### src/common/io_pkg.sv
/*
 * IO peripheral package
 * bus widths, register word addresses and timer control bit positions
 * shared by the timer, GPIO and software-interrupt blocks
 */

package io_pkg;

	// word address, byte address bits 15:2
	typedef logic [13:0] io_addr_t;
	typedef logic [31:0] io_data_t;

	// free-run counter and compare width
	typedef logic [39:0] frc_val_t;
	typedef logic [7:0]  gpio_t;

	// upper part of the 40-bit timer value
	localparam int FRC_HI_W = 8;

	// timer registers
	localparam io_addr_t ADR_FRC_VALLO = 14'h3E00;
	localparam io_addr_t ADR_FRC_VALHI = 14'h3E01;
	localparam io_addr_t ADR_FRC_CMPLO = 14'h3E02;
	localparam io_addr_t ADR_FRC_CMPHI = 14'h3E03;
	localparam io_addr_t ADR_FRC_CNTRL = 14'h3E04;

	// gpio and software interrupt
	localparam io_addr_t ADR_GPIO_OUT  = 14'h3E10;
	localparam io_addr_t ADR_GPIO_IN   = 14'h3E11;
	localparam io_addr_t ADR_SWINT     = 14'h3E20;

	// timer control word bits
	// run level, written and read back
	localparam int CTL_RUN = 0;
	// write 1 zeroes the counter
	localparam int CTL_CLR = 1;
	// write 0 clears the flag, reads as flag state
	localparam int CTL_IRQ = 2;

endpackage

### src/io_swint.sv
/*
 * Software-interrupt register
 * single machine software-interrupt pending bit, first stage of the
 * read chain
 */

`timescale 1ns/100ps

module io_swint import io_pkg::*; (
	input  logic     clk,
	input  logic     rst_n,
	input  logic     io_we,
	input  io_addr_t io_wadr,
	input  io_data_t io_wdata,
	input  io_addr_t io_radr,
	input  logic     io_radr_en,
	input  io_data_t rdata_in,
	output io_data_t rdata,
	output logic     sw_irq
);

	logic we_swint;
	logic re_swint;

	assign we_swint = io_we & (io_wadr == ADR_SWINT);

	// pending bit drives the interrupt line directly
	always_ff @(posedge clk or negedge rst_n) begin
		if (!rst_n) begin
			sw_irq <= 1'b0;
		end else if (we_swint) begin
			sw_irq <= io_wdata[0];
		end
	end

	always_ff @(posedge clk or negedge rst_n) begin
		if (!rst_n) begin
			re_swint <= 1'b0;
		end else begin
			re_swint <= io_radr_en & (io_radr == ADR_SWINT);
		end
	end

	assign rdata = re_swint ? io_data_t'(sw_irq) : rdata_in;

endmodule

### src/io_gpio.sv
/*
 * GPIO port
 * eight output bits written from the bus, eight input pins brought in
 * through a two-flop synchronizer, both readable on the read chain
 */

`timescale 1ns/100ps

module io_gpio import io_pkg::*; (
	input  logic     clk,
	input  logic     rst_n,
	input  logic     io_we,
	input  io_addr_t io_wadr,
	input  io_data_t io_wdata,
	input  io_addr_t io_radr,
	input  logic     io_radr_en,
	input  io_data_t rdata_in,
	input  gpio_t    gpio_in,
	output io_data_t rdata,
	output gpio_t    gpio_out
);

	logic  we_out;
	gpio_t in_meta;
	gpio_t in_sync;
	logic  re_out;
	logic  re_in;

	assign we_out = io_we & (io_wadr == ADR_GPIO_OUT);

	always_ff @(posedge clk or negedge rst_n) begin
		if (!rst_n) begin
			gpio_out <= '0;
		end else if (we_out) begin
			gpio_out <= io_wdata[$bits(gpio_t)-1:0];
		end
	end

	// pins are asynchronous to clk
	always_ff @(posedge clk or negedge rst_n) begin
		if (!rst_n) begin
			in_meta <= '0;
			in_sync <= '0;
		end else begin
			in_meta <= gpio_in;
			in_sync <= in_meta;
		end
	end

	always_ff @(posedge clk or negedge rst_n) begin
		if (!rst_n) begin
			re_out <= 1'b0;
			re_in  <= 1'b0;
		end else begin
			re_out <= io_radr_en & (io_radr == ADR_GPIO_OUT);
			re_in  <= io_radr_en & (io_radr == ADR_GPIO_IN);
		end
	end

	// own value or pass the upstream word on
	always_comb begin
		if (re_out) begin
			rdata = io_data_t'(gpio_out);
		end else if (re_in) begin
			rdata = io_data_t'(in_sync);
		end else begin
			rdata = rdata_in;
		end
	end

endmodule

### src/frc/io_frc.sv
/*
 * Free-run counter timer
 * 40-bit counter with 40-bit compare, run and clear control and a
 * sticky compare interrupt gated by mtie; one stage of the read chain
 */

`timescale 1ns/100ps

module io_frc import io_pkg::*; (
	input  logic     clk,
	input  logic     rst_n,
	input  logic     io_we,
	input  io_addr_t io_wadr,
	input  io_data_t io_wdata,
	input  io_addr_t io_radr,
	input  logic     io_radr_en,
	input  io_data_t rdata_in,
	input  logic     csr_mtie,
	output io_data_t rdata,
	output logic     timer_irq
);

	localparam int LO_W = $bits(io_data_t);

	logic     we_vallo;
	logic     we_valhi;
	logic     we_cmplo;
	logic     we_cmphi;
	logic     we_cntrl;
	logic     cntr_clr;
	logic     run;
	frc_val_t cntr_val;
	frc_val_t cmp_val;
	logic [4:0] re_sel;
	io_data_t ctl_word;

	// write decode
	assign we_vallo = io_we & (io_wadr == ADR_FRC_VALLO);
	assign we_valhi = io_we & (io_wadr == ADR_FRC_VALHI);
	assign we_cmplo = io_we & (io_wadr == ADR_FRC_CMPLO);
	assign we_cmphi = io_we & (io_wadr == ADR_FRC_CMPHI);
	assign we_cntrl = io_we & (io_wadr == ADR_FRC_CNTRL);

	assign cntr_clr = we_cntrl & io_wdata[CTL_CLR];

	// clear beats loads, loads beat counting
	always_ff @(posedge clk or negedge rst_n) begin
		if (!rst_n) begin
			cntr_val <= '0;
		end else if (cntr_clr) begin
			cntr_val <= '0;
		end else if (we_vallo) begin
			cntr_val <= {cntr_val[LO_W +: FRC_HI_W], io_wdata};
		end else if (we_valhi) begin
			cntr_val <= {io_wdata[FRC_HI_W-1:0], cntr_val[LO_W-1:0]};
		end else if (run) begin
			cntr_val <= cntr_val + 1'b1;
		end
	end

	always_ff @(posedge clk or negedge rst_n) begin
		if (!rst_n) begin
			cmp_val <= '0;
		end else if (we_cmplo) begin
			cmp_val <= {cmp_val[LO_W +: FRC_HI_W], io_wdata};
		end else if (we_cmphi) begin
			cmp_val <= {io_wdata[FRC_HI_W-1:0], cmp_val[LO_W-1:0]};
		end
	end

	always_ff @(posedge clk or negedge rst_n) begin
		if (!rst_n) begin
			run <= 1'b0;
		end else if (we_cntrl) begin
			run <= io_wdata[CTL_RUN];
		end
	end

	// sticky flag, a clearing write wins over a new match
	always_ff @(posedge clk or negedge rst_n) begin
		if (!rst_n) begin
			timer_irq <= 1'b0;
		end else if (we_cntrl && !io_wdata[CTL_IRQ]) begin
			timer_irq <= 1'b0;
		end else if ((cntr_val >= cmp_val) && run && csr_mtie) begin
			timer_irq <= 1'b1;
		end
	end

	// one-hot read select, used one cycle after the request
	always_ff @(posedge clk or negedge rst_n) begin
		if (!rst_n) begin
			re_sel <= '0;
		end else begin
			re_sel[0] <= io_radr_en & (io_radr == ADR_FRC_VALLO);
			re_sel[1] <= io_radr_en & (io_radr == ADR_FRC_VALHI);
			re_sel[2] <= io_radr_en & (io_radr == ADR_FRC_CMPLO);
			re_sel[3] <= io_radr_en & (io_radr == ADR_FRC_CMPHI);
			re_sel[4] <= io_radr_en & (io_radr == ADR_FRC_CNTRL);
		end
	end

	always_comb begin
		ctl_word = '0;
		ctl_word[CTL_RUN] = run;
		ctl_word[CTL_IRQ] = timer_irq;
	end

	// high words come back zero-extended
	always_comb begin
		if (re_sel[0]) begin
			rdata = cntr_val[LO_W-1:0];
		end else if (re_sel[1]) begin
			rdata = io_data_t'(cntr_val[LO_W +: FRC_HI_W]);
		end else if (re_sel[2]) begin
			rdata = cmp_val[LO_W-1:0];
		end else if (re_sel[3]) begin
			rdata = io_data_t'(cmp_val[LO_W +: FRC_HI_W]);
		end else if (re_sel[4]) begin
			rdata = ctl_word;
		end else begin
			rdata = rdata_in;
		end
	end

endmodule

### src/io_periph_top.sv
/*
 * IO peripheral block
 * software interrupt, GPIO and free-run timer on a shared write bus,
 * reads passed along a chain swint -> gpio -> frc
 */

`timescale 1ns/100ps

module io_periph_top import io_pkg::*; (
	input  logic     clk,
	input  logic     rst_n,
	input  logic     io_we,
	input  io_addr_t io_wadr,
	input  io_data_t io_wdata,
	input  io_addr_t io_radr,
	input  logic     io_radr_en,
	input  io_data_t rdata_in,
	input  logic     csr_mtie,
	input  gpio_t    gpio_in,
	output io_data_t rdata,
	output logic     timer_irq,
	output logic     sw_irq,
	output gpio_t    gpio_out
);

	// chain links between stages
	io_data_t rdata_swint;
	io_data_t rdata_gpio;

	io_swint u_swint (
		.clk        (clk),
		.rst_n      (rst_n),
		.io_we      (io_we),
		.io_wadr    (io_wadr),
		.io_wdata   (io_wdata),
		.io_radr    (io_radr),
		.io_radr_en (io_radr_en),
		.rdata_in   (rdata_in),
		.rdata      (rdata_swint),
		.sw_irq     (sw_irq)
	);

	io_gpio u_gpio (
		.clk        (clk),
		.rst_n      (rst_n),
		.io_we      (io_we),
		.io_wadr    (io_wadr),
		.io_wdata   (io_wdata),
		.io_radr    (io_radr),
		.io_radr_en (io_radr_en),
		.rdata_in   (rdata_swint),
		.gpio_in    (gpio_in),
		.rdata      (rdata_gpio),
		.gpio_out   (gpio_out)
	);

	// last stage drives the block output
	io_frc u_frc (
		.clk        (clk),
		.rst_n      (rst_n),
		.io_we      (io_we),
		.io_wadr    (io_wadr),
		.io_wdata   (io_wdata),
		.io_radr    (io_radr),
		.io_radr_en (io_radr_en),
		.rdata_in   (rdata_gpio),
		.csr_mtie   (csr_mtie),
		.rdata      (rdata),
		.timer_irq  (timer_irq)
	);

endmodule

### config.mk
export PLATFORM = sky130hd
export DESIGN_NAME = io_periph_top
export DESIGN_NICKNAME = d
export VERILOG_FILES = /design/src/common/io_pkg.sv /design/src/io_swint.sv /design/src/io_gpio.sv /design/src/frc/io_frc.sv /design/src/io_periph_top.sv
export SDC_FILE = /design/constraint.sdc
export NUM_CORES = 1
export LEC_CHECK = 0
export ABC_AREA = 1
export BUFFER_PORTS_ARGS = -buffer_cell sky130_fd_sc_hd__buf_2
export CAP_MARGIN = 20
export CORE_MARGIN = 1.5
export CORE_UTILIZATION = 44
export CTS_BUF_LIST = sky130_fd_sc_hd__clkbuf_16
export CTS_CLUSTER_DIAMETER = 50
export DETAILED_ROUTE_END_ITERATION = 8
export HOLD_SLACK_MARGIN = 0.03
export PLACE_DENSITY = 0.66
export SETUP_SLACK_MARGIN = 0.02
export SLEW_MARGIN = 0
export SYNTH_ARGS = -nofsm -noshare
export SYNTH_HDL_FRONTEND = slang
export SYNTH_SLANG_ARGS = --single-unit
### constraint.sdc
create_clock -name clk -period 2.4 [get_ports clk]
set_clock_uncertainty 0.15 [all_clocks]
set_input_delay 0 -clock clk [delete_from_list [all_inputs] [get_ports clk]]
set_output_delay 0 -clock clk [all_outputs]
set_load 0.01 [all_outputs]
==> impl_results.md, run 1 <==
* Global Route Usage Sum at 0.293
* Clk Latency, worst-skew pair at 0.43 ns
* Detailed-router iteration count before antenna repair at 6
* Nets at between 1000 and 1500
* Register bit total from synthesis at roughly 120
* Hold Path Class: input port to flip-flop
* Required time worst endpoint at around 2.6 ns
* Setup-failing EPs final at 0
* I/O pin cnt at about 150
* Die Span X at 138 µm
* Total Neg Setup Slack at 0 ns
* Count of final max-slew check failures at 0
* Setup crit end kind: flip-flop
* Crit path cell chain: ha_4 > nand3_1 > inv_1 > nand2_1 > nor2_2 > nand2_1 > xor2_1 > nand2_1 > nand2_1 > nand2_1
* LEAKAGE at around 5.0 nW
* CTS Buffer Depth at 2
* TritonCTS Buffers at 17
* Fraction of layout cells with a size suffix above 1 at 0.186
* Area growth syn-to-layout at 30.7%
* Post-synthesis sequential area ratio at 0.361
* Die H at 138 µm
* DRT iter0 DRCs at 715
* First-pass GRT wire length at around 42000 µm
* Port bufs at approximately 150
* Slew @ Worst Pin at 0.629 ns
* # clock sinks at ~120
* Vias/cell at between 5 and 6
* Largest net degree at the start of global routing at between 50 and 60
* Drt drc at 0
* Critical R2R Launch: u_frc.cntr_val[1]
* Slowest CP cell: dfrtp_1
* Final ANT Viol Nets at 0
* Wirelength per Cell at 17.2 µm
* CTS tree: built
* Maxcap violations at 0
* Avg Inst Size Synth at 7.21 µm²
* Maximum VDD drop at between 0.5 and 0.6 mV
* Max_slew headroom at 0.579
* Diode count at 0
* Clock-pin slew on the worst setup and hold paths at roughly 0.060 ns
* Crit Path Max Fanout at 6
* Tcrit/Tclk final at 0.940
* Initial Util at 0.447
* Register-to-register setup slack at 0.14 ns
* Most used cell, CP: nand2_1
* Hold Fails Final Rpt at 0
* DIE AREA at 18900 µm²
* Total grt overflow at 0
* Max Clk Rate at ~0.44 GHz
* GP Congestion at a little under 1
* Post-Syn Instances at roughly 1100
* Worst setup SP type: flip-flop
* Pre-CTS setup slack at 0.0153 ns
* Min-delay src: gpio_in[1]
* Routed WL at 27200 µm
* Mapped Area at 7970 µm²
* H-tree levels at 4
* Kind of critical path: flip-flop to flip-flop
* Yosys Warn Count at 0
* Vias in the first global route at 7974
* Root Buffer Master: clkbuf_16
* CORE AREA at around 18000 µm²
* Rows at 49
* Hpwl dp at 20200 µm
* Power Total at about 0.006 W
* Share of the core filled with cells at 0.584
* Status: complete, no violations
* Synth Net Count at about 1300
* RSZ-0062 raised after global routing: yes
* Distinct cells, synth at 45
* CP peak stage delay at roughly 0.54 ns
* Initial antenna violation count at 0
* Arrival time worst endpoint at between 2 and 2.5 ns
* Fillers at around 1700
* Via count at between 8000 and 9000
* Crit path from: u_frc.cntr_val[1]
* Pwr dens at roughly 570 nW/µm²
* Fin crit period at approximately 2.3 ns
* Final worst setup slack at 0.144 ns
layout by cell type (no fill, tap or decap), types with 3 or more instances in the layout:
master,synthesis,layout
inv_6,0,6
o22ai_1,20,20
inv_8,0,4
buf_2,9,145
nand3_2,4,3
nand3_1,41,41
nor2_1,147,146
a21oi_1,48,48
ha_1,41,40
a32oi_1,24,24
inv_1,146,144
o21ai_0,86,81
nor2_2,4,5
nand2_1,235,235
dfrtp_1,115,112
o21ai_2,10,10
a31oi_1,3,3
o21ai_1,16,21
nor3_1,29,28
xor2_1,29,29
buf_12,0,3
dlygate4sd3_1,0,73
clkbuf_16,0,17
nor3_2,2,3
o22a_1,10,10
buf_4,2,30
nand4_1,17,17
nor4_1,6,6
dfrtp_2,0,3
inv_2,3,5
a22oi_1,8,8
registers in the layout (all words and copies together) (netlist names):
signal,count
u_frc.cmp_val,40
u_frc.cntr_val,40
u_frc.re_sel,5
u_frc.run,1
u_frc.timer_irq,1
u_gpio.gpio_out,8
u_gpio.in_meta,8
u_gpio.in_sync,8
u_gpio.re_in,1
u_gpio.re_out,1
u_swint.re_swint,1
u_swint.sw_irq,1
metrics by stage:
stage               area (µm²)  cells  hold slack, ns
CTS                      10400   1579          0.0410
global route             10400   1579          0.0635
finish                   10400   1579          0.0585
floorplan                 7970   1105          -0.446
detailed placement        9030   1470          -0.137
global placement          9030   1470          -0.138
critical path, delay by kind of cell (launching register included):
kind	cells	cell delay, ns
simple gates	7	0.87
flops	1	0.54
fa+ha+maj	1	0.24
xor+xnor	1	0.18
buf+inv	1	0.17
worst paths after layout:
path | end | depth (start not counted)
setup reg to reg | u_frc.cntr_val[32] | 10
min in group asynchronous | u_frc.cntr_val[18] | 4
hold / removal | u_gpio.in_meta[1] | 2
setup / recovery | u_frc.cntr_val[32] | 10
hold reg to reg | u_gpio.in_sync[2] | 0
max in group asynchronous | u_gpio.re_in | 4
per-layer routing:
| metal | global-route usage | up-vias | share of wire |
|---|---|---|---|
| met3 | 0.0456 | 45 | 0.070 |
| li1 | - | 4130 | - |
| met1 | 0.417 | 4007 | 0.46 |
| met4 | 0.0959 | 0 | 0.021 |
| met2 | 0.456 | 340 | 0.45 |
| met5 | 0 | - | 0 |
cell families after synthesis:
kind of cell	share of synthesized area
simple gates	0.266
xor+xnor	0.0330
fa+ha+maj	0.0644
buf+inv	0.0961
mux	0.00141
compound gates	0.178
flops	0.361
power by group:
group          total (W)  internal (W)  switching (W)
Combinational    0.00119      0.000518       0.000672
Clock            0.00256       0.00147        0.00109
Sequential       0.00220       0.00204       0.000161
cells in the mapped netlist, drive strengths merged:
| master | n | area share |
|---|---|---|
| a211oi | 2 | 0.0019 |
| a21o | 2 | 0.0019 |
| a21oi | 48 | 0.030 |
| a22oi | 8 | 0.0075 |
| a31oi | 3 | 0.0024 |
| a32oi | 24 | 0.026 |
| buf | 17 | 0.015 |
| clkbuf | 21 | 0.0099 |
| clkinv | 2 | 0.00094 |
| dfrtp | 115 | 0.36 |
| ha | 41 | 0.064 |
| inv | 149 | 0.070 |
| mux2 | 1 | 0.0014 |
| nand2 | 238 | 0.11 |
| nand3 | 45 | 0.031 |
| nand3b | 1 | 0.00094 |
| nand4 | 18 | 0.015 |
| nor2 | 153 | 0.075 |
| nor3 | 31 | 0.021 |
| nor3b | 1 | 0.00094 |
| nor4 | 7 | 0.0074 |
| o2111ai | 1 | 0.0033 |
| o21a | 2 | 0.0019 |
| o21ai | 112 | 0.075 |
| o21bai | 1 | 0.00094 |
| o22a | 10 | 0.011 |
| o22ai | 20 | 0.016 |
| or2 | 2 | 0.0016 |
| xnor2 | 1 | 0.0011 |
| xor2 | 29 | 0.032 |
final cells by class:
class	count	area, µm²	share of cell area
well taps	229	287	0.0275
clock inverters	15	160	0.0154
repair buffers	251	1740	0.167
clock buffers	17	425	0.0408
multi-input cells	801	4350	0.418
flip-flops and latches	115	2880	0.277
inverters	151	567	0.0544
what timing repair did:
action | CTS | global route
endpoints found under the hold margin | 222 | 2
hold buffers | 74 | 1
gates resized for setup | 2 | 13
setup endpoints to repair | 28 | 17
buffers inserted | 3 | 0
pin swaps | 1 | 1
Note: power is estimated with default switching activity, not from simulation.
==> run 2: changes to the inputs <==
Settings changed: CORE_MARGIN 1.5 to unset, CORE_UTILIZATION 44 to 45, PLACE_DENSITY 0.66 to 0.67, SETUP_SLACK_MARGIN 0.02 to 0.3.
==> impl_results.md, run 2 (synthesized netlist as in run 1, its figures left out) <==
* Via count at 8626 (was 8522)
* Crit Path Max Fanout at 6 (unchanged)
* Leading cell type in the layout, fill and taps excluded: nand2_1 (unchanged)
* Largest net degree at the start of global routing at 50 (was 52)
* First-pass GRT wire length at 41700 µm (was 42200 µm)
* Kind of critical path: flip-flop to primary output (was flip-flop to flip-flop)
* GP Congestion at 0.994 (was 0.968)
* CTS Buffer Depth at 2 (unchanged)
* RSZ-0062 raised after global routing: yes (unchanged)
* Total grt overflow at 0 (unchanged)
* Routed WL at 27500 µm (was 27200 µm)
* Slew @ Worst Pin at 0.590 ns (was 0.629 ns)
* Fillers at 1610 (was 1696)
* Area taken by multi-input logic gates at 4430 µm² (was 4350 µm²)
* Worst hold slack at 0.0431 ns (was 0.0585 ns)
* Hold Fails Final Rpt at 0 (unchanged)
* Power Total at 0.00587 W (was 0.00595 W)
* Die Span X at 135 µm (was 138 µm)
* Status: complete, no violations (unchanged)
* M3 GR Usage at 0.0480 (was 0.0456)
* Max_slew headroom at 0.606 (was 0.579)
* Most used routing layer: met2 (unchanged)
* Largest regs: u_frc.cmp_val: 40 flops, u_frc.cntr_val: 40 flops (unchanged)
* LEAKAGE at 5.11 nW (was 5.04 nW)
* Initial Util at 0.461 (was 0.447)
* Tcrit/Tclk final at 0.909 (was 0.940)
* Required time worst endpoint at 2.25 ns (was 2.57 ns)
* Drt drc at 0 (unchanged)
* Diode count at 0 (unchanged)
* I/O pin cnt at 147 (unchanged)
* Hold Path Class: input port to flip-flop (unchanged)
* Nets at 1490 (was 1483)
* Max Clk Rate at 0.459 GHz (was 0.443 GHz)
* Fraction of layout cells with a size suffix above 1 at 0.203 (was 0.186)
* Port bufs at 146 (unchanged)
* DRT iter0 DRCs at 781 (was 715)
* Setup-failing EPs final at 0 (unchanged)
* Total Neg Setup Slack at 0 ns (unchanged)
* Root Buffer Master: clkbuf_16 (unchanged)
* TritonCTS Buffers at 17 (unchanged)
* Most frequent cells in the layout: nand2_1 (234), buf_2 (145), inv_1 (142), nor2_1 (142), dfrtp_1 (106) (was nand2_1 (235), nor2_1 (146), buf_2 (145), inv_1 (144), dfrtp_1 (112))
* Vias in the first global route at 8035 (was 7974)
* Fin crit period at 2.18 ns (was 2.26 ns)
* Hpwl dp at 19200 µm (was 20200 µm)
* DIE AREA at 18200 µm² (was 18900 µm²)
* Rows at 48 (was 49)
* M1 GR Usage at 0.413 (was 0.417)
* Met2 Use GR at 0.469 (was 0.456)
* Pwr dens at 555 nW/µm² (was 571 nW/µm²)
* Initial antenna violation count at 0 (unchanged)
* Global Route Usage Sum at 0.299 (was 0.293)
* Vias/cell at 5.45 (was 5.40)
* Clock-pin slew on the worst setup and hold paths at 0.06 ns (about the same)
* Arrival time worst endpoint at 2.03 ns (was 2.42 ns)
* CTS tree: built (unchanged)
* Setup crit end kind: primary output (was flip-flop)
* H-tree levels at 4 (unchanged)
* CORE AREA at 17300 µm² (was 17800 µm²)
* Final ANT Viol Nets at 0 (unchanged)
* # clock sinks at 115 (unchanged)
* Reg area at 2890 µm² (was 2880 µm²)
* Count of final max-slew check failures at 0 (unchanged)
* Clk Latency, worst-skew pair at 0.43 ns (about the same)
* Maxcap violations at 0 (unchanged)
* Worst setup SP type: flip-flop (unchanged)
* Detailed-router iteration count before antenna repair at 6 (unchanged)
* Wirelength per Cell at 17.4 µm (was 17.2 µm)
* Area growth syn-to-layout at 32.7% (was 30.7%)
* Die H at 135 µm (was 138 µm)
* Maximum VDD drop at 0.505 mV (was 0.539 mV)
-- run 2: through the flow --
stage | utilization | std cells | cell area [µm²] | setup slack, ns
floorplan | - | 1105 | 7970 | 0.622
global placement | 0.519 | 1461 | 8980 | 0.0532
detailed placement | 0.519 | 1461 | 8980 | 0.118
CTS | 0.600 | 1571 | 10400 | 0.297
global route | 0.612 | 1582 | 10600 | 0.150
finish | 0.612 | 1582 | 10600 | 0.219
-- run 2: worst paths after layout --
kind	cells after the start	start	slack (ns)	end
hold / removal	6	io_we	0.04	u_frc.cntr_val[32]
setup reg to reg	9	u_frc.cntr_val[0]	0.34	u_frc.cntr_val[24]
min in group asynchronous	3	rst_n	0.48	u_frc.cmp_val[17]
hold reg to reg	0	u_gpio.in_meta[4]	0.20	u_gpio.in_sync[4]
setup / recovery	6	u_frc.re_sel[4]	0.22	rdata[25]
max in group asynchronous	4	rst_n	0.80	u_frc.cntr_val[2]
-- run 2: area by class of cell --
type / instances / area share
tap: 225 / 0.0266
multi-input combinational: 802 / 0.418
clock buffer: 17 / 0.0402
inverter: 151 / 0.0543
sequential: 115 / 0.273
timing repair buffer: 257 / 0.173
clock inverter: 15 / 0.0142
-- run 2: where the power goes --
group / switching [W] / internal, W / leakage, nW
Sequential: 0.000159 / 0.00204 / 1.52
Combinational: 0.000659 / 0.000507 / 3.31
Clock: 0.00105 / 0.00145 / 0.276
Total: 0.00187 / 0.00400 / 5.11
-- run 2: critical path, stage by stage (launching register included) --
cell and delay, ns:
dfrtp_2 0.42, nor4_4 0.37, buf_4 0.22, clkbuf_16 0.16, a32oi_1 0.09, o22ai_1 0.16, buf_2 0.16
-- run 2: timing repair --
action / in CTS / in global routing
hold endpoints to repair: 222 / 0
resized for setup: 20 / 30
hold buffers: 75 / 0
cloned: 0 / 3
buffers inserted: 3 / 9
pin swaps: 0 / 7
endpoints found under the setup margin: 36 / 44
-- run 2: layer usage --
layer / up-vias / part of all wire
met4: 0 / 0.028
met5: - / 0
met1: 4038 / 0.45
li1: 4149 / -
met2: 380 / 0.46
met3: 59 / 0.070
==> run 3: changes to the inputs <==
Settings changed: CORE_MARGIN set to 3, PLACE_DENSITY 0.67 to 0.68.
==> impl_results.md, run 3 (synthesized netlist as in run 1, its figures left out) <==
* Hpwl dp at 19300 µm (was 19200 µm)
* Combinational share of power at 0.204 (was 0.199)
* Global Route Usage Sum at 0.283 (was 0.299)
* Final ANT Viol Nets at 0 (unchanged)
* Post-route cell area at 10600 µm² (about the same)
* Max_slew headroom at 0.573 (was 0.606)
* Psw at 0.00183 W (was 0.00187 W)
* DRT iter0 DRCs at 829 (was 781)
* Initial antenna violation count at 0 (unchanged)
* Setup-failing EPs final at 0 (unchanged)
* Die Span X at 139 µm (was 135 µm)
* Maxcap violations at 0 (unchanged)
* Die H at 139 µm (was 135 µm)
* Area growth syn-to-layout at 33.5% (was 32.7%)
* Clk Latency, worst-skew pair at 0.44 ns (was 0.43 ns)
* Clock-pin slew on the worst setup and hold paths at 0.06 ns (about the same)
* Routed WL at 27300 µm (was 27500 µm)
* TritonCTS Buffers at 17 (unchanged)
* Largest net degree at the start of global routing at 65 (was 50)
* Slew @ Worst Pin at 0.639 ns (was 0.590 ns)
* Final worst setup slack at 0.293 ns (was 0.219 ns)
* Vias/cell at 5.43 (was 5.45)
* Port bufs at 146 (unchanged)
* Slowest CP cell: dfrtp_1 (was dfrtp_2)
* Max Clk Rate at 0.475 GHz (was 0.459 GHz)
* Nets at 1488 (was 1490)
* Maximum VDD drop at 0.557 mV (was 0.505 mV)
* Drt drc at 0 (unchanged)
* Placed cell areas at 8970 µm² (was 8980 µm²)
* Count of final max-slew check failures at 0 (unchanged)
* Hold Fails Final Rpt at 0 (unchanged)
* Detailed-router iteration count before antenna repair at 5 (was 6)
* CTS Buffer Depth at 2 (unchanged)
* Flop pwr share at 0.379 (was 0.375)
* Worst setup SP type: flip-flop (unchanged)
* CP peak stage delay at 0.43 ns (was 0.42 ns)
* Crit path cell chain: nor4_4 > buf_6 > buf_12 > a32oi_1 > o22ai_1 > buf_2 (was nor4_4 > buf_4 > clkbuf_16 > a32oi_1 > o22ai_1 > buf_2)
* Via count at 8583 (was 8626)
* I/O pin cnt at 147 (unchanged)
* Rows at 48 (unchanged)
* DIE AREA at 19300 µm² (was 18200 µm²)
* Crit Path Max Fanout at 6 (unchanged)
* CTS tree: built (unchanged)
* Tcrit/Tclk final at 0.878 (was 0.909)
* Required time worst endpoint at 2.25 ns (about the same)
* GP Congestion at 0.992 (was 0.994)
* Largest regs: u_frc.cmp_val: 40 flops, u_frc.cntr_val: 40 flops (unchanged)
* CORE AREA at 17300 µm² (unchanged)
* Leading cell type in the layout, fill and taps excluded: nand2_1 (unchanged)
* Kind of critical path: flip-flop to primary output (unchanged)
* Wirelength per Cell at 17.3 µm (was 17.4 µm)
* Setup crit end kind: primary output (unchanged)
* Sw frac at 0.315 (was 0.319)
* Vias in the first global route at 8455 (was 8035)
* Initial Util at 0.461 (unchanged)
* RSZ-0062 raised after global routing: yes (unchanged)
* Root Buffer Master: clkbuf_16 (unchanged)
* Clock network fraction of total power at 0.417 (was 0.426)
* First-pass GRT wire length at 44000 µm (was 41700 µm)
* Fraction of layout cells with a size suffix above 1 at 0.215 (was 0.203)
* Fin crit period at 2.11 ns (was 2.18 ns)
* Pwr dens at 546 nW/µm² (was 555 nW/µm²)
* Total grt overflow at 0 (unchanged)
* # clock sinks at 115 (unchanged)
* Pre-CTS setup slack at -0.0140 ns (was 0.118 ns)
* Cell Int Power at 0.00398 W (was 0.00400 W)
* Most frequent cells in the layout: nand2_1 (234), buf_2 (145), inv_1 (141), nor2_1 (140), dfrtp_1 (106) (was nand2_1 (234), buf_2 (145), inv_1 (142), nor2_1 (142), dfrtp_1 (106))
* Arrival time worst endpoint at 1.96 ns (was 2.03 ns)
* Status: complete, no violations (unchanged)
* H-tree levels at 4 (unchanged)
* Hold Path Class: input port to flip-flop (unchanged)
* LEAKAGE at 5.11 nW (about the same)
run 3: path summary, 6_finish.rpt:
path	from	endpoint	slack, ns	depth (start not counted)
min reg2reg	u_gpio.in_meta[2]	u_gpio.in_sync[2]	0.20	0
min	io_we	u_frc.cntr_val[32]	0.04	6
max	u_swint.re_swint	rdata[26]	0.29	6
min in group asynchronous	rst_n	u_frc.cntr_val[19]	0.54	4
max in group asynchronous	rst_n	u_gpio.re_in	1.20	4
max reg2reg	u_frc.cntr_val[1]	u_frc.cntr_val[24]	0.39	9
run 3: worst max-delay path: cells and delay by family, from the launching register on:
kind | cells | cell delay [ns]
AND/OR/NAND/NOR | 1 | 0.30
buffers and inverters | 3 | 0.52
AO/OA/AOI/OAI | 2 | 0.27
flip-flops | 1 | 0.43
run 3: what timing repair did:
item | 4_1_cts | 5_1_grt
hold buffers | 76 | 4
pin swaps | 2 | 12
endpoints found under the setup margin | 37 | 64
endpoints found under the hold margin | 222 | 2
gates resized for setup | 30 | 49
cloned | 2 | 0
setup buffers | 8 | 1
run 3: through the flow:
step,setup TNS [ns],instances,power (W),utilization,hold WS [ns]
2_1_floorplan,0,1105,0.00285,-,-0.446
3_3_place_gp,-0.0845,1461,0.00325,0.519,-0.151
3_5_place_dp,-0.0195,1461,0.00326,0.519,-0.148
4_1_cts,0,1579,0.00578,0.605,0.0349
5_1_grt,0,1580,0.00610,0.615,0.0727
6_report,0,1581,0.00582,0.615,0.0357
run 3: per-layer routing:
| metal | GRT usage | part of all wire | wire length (µm) |
|---|---|---|---|
| met1 | 0.401 | 0.45 | 12100 |
| met2 | 0.440 | 0.45 | 12400 |
| met4 | 0.102 | 0.033 | 889 |
| met5 | 0 | 0 | 0 |
| met3 | 0.0448 | 0.069 | 1880 |
run 3: cell type report:
type,count,area [µm²]
Sequential cell,115,2890
Multi-Input combinational cell,801,4510
Inverter,151,569
Fill cell,1568,6650
Clock buffer,17,425
Timing Repair Buffer,256,1830
Antenna cell,1,2.50
Clock inverter,15,134
Tap cell,225,282
run 3: power groups by stage:
stage	Combinational [W]	Sequential, W	Clock (W)
2_1_floorplan	0.000682	0.00216	0
3_3_place_gp	0.00104	0.00221	0
3_5_place_dp	0.00104	0.00221	0
4_1_cts	0.00115	0.00219	0.00244
5_1_grt	0.00135	0.00222	0.00253
6_report	0.00119	0.00220	0.00243
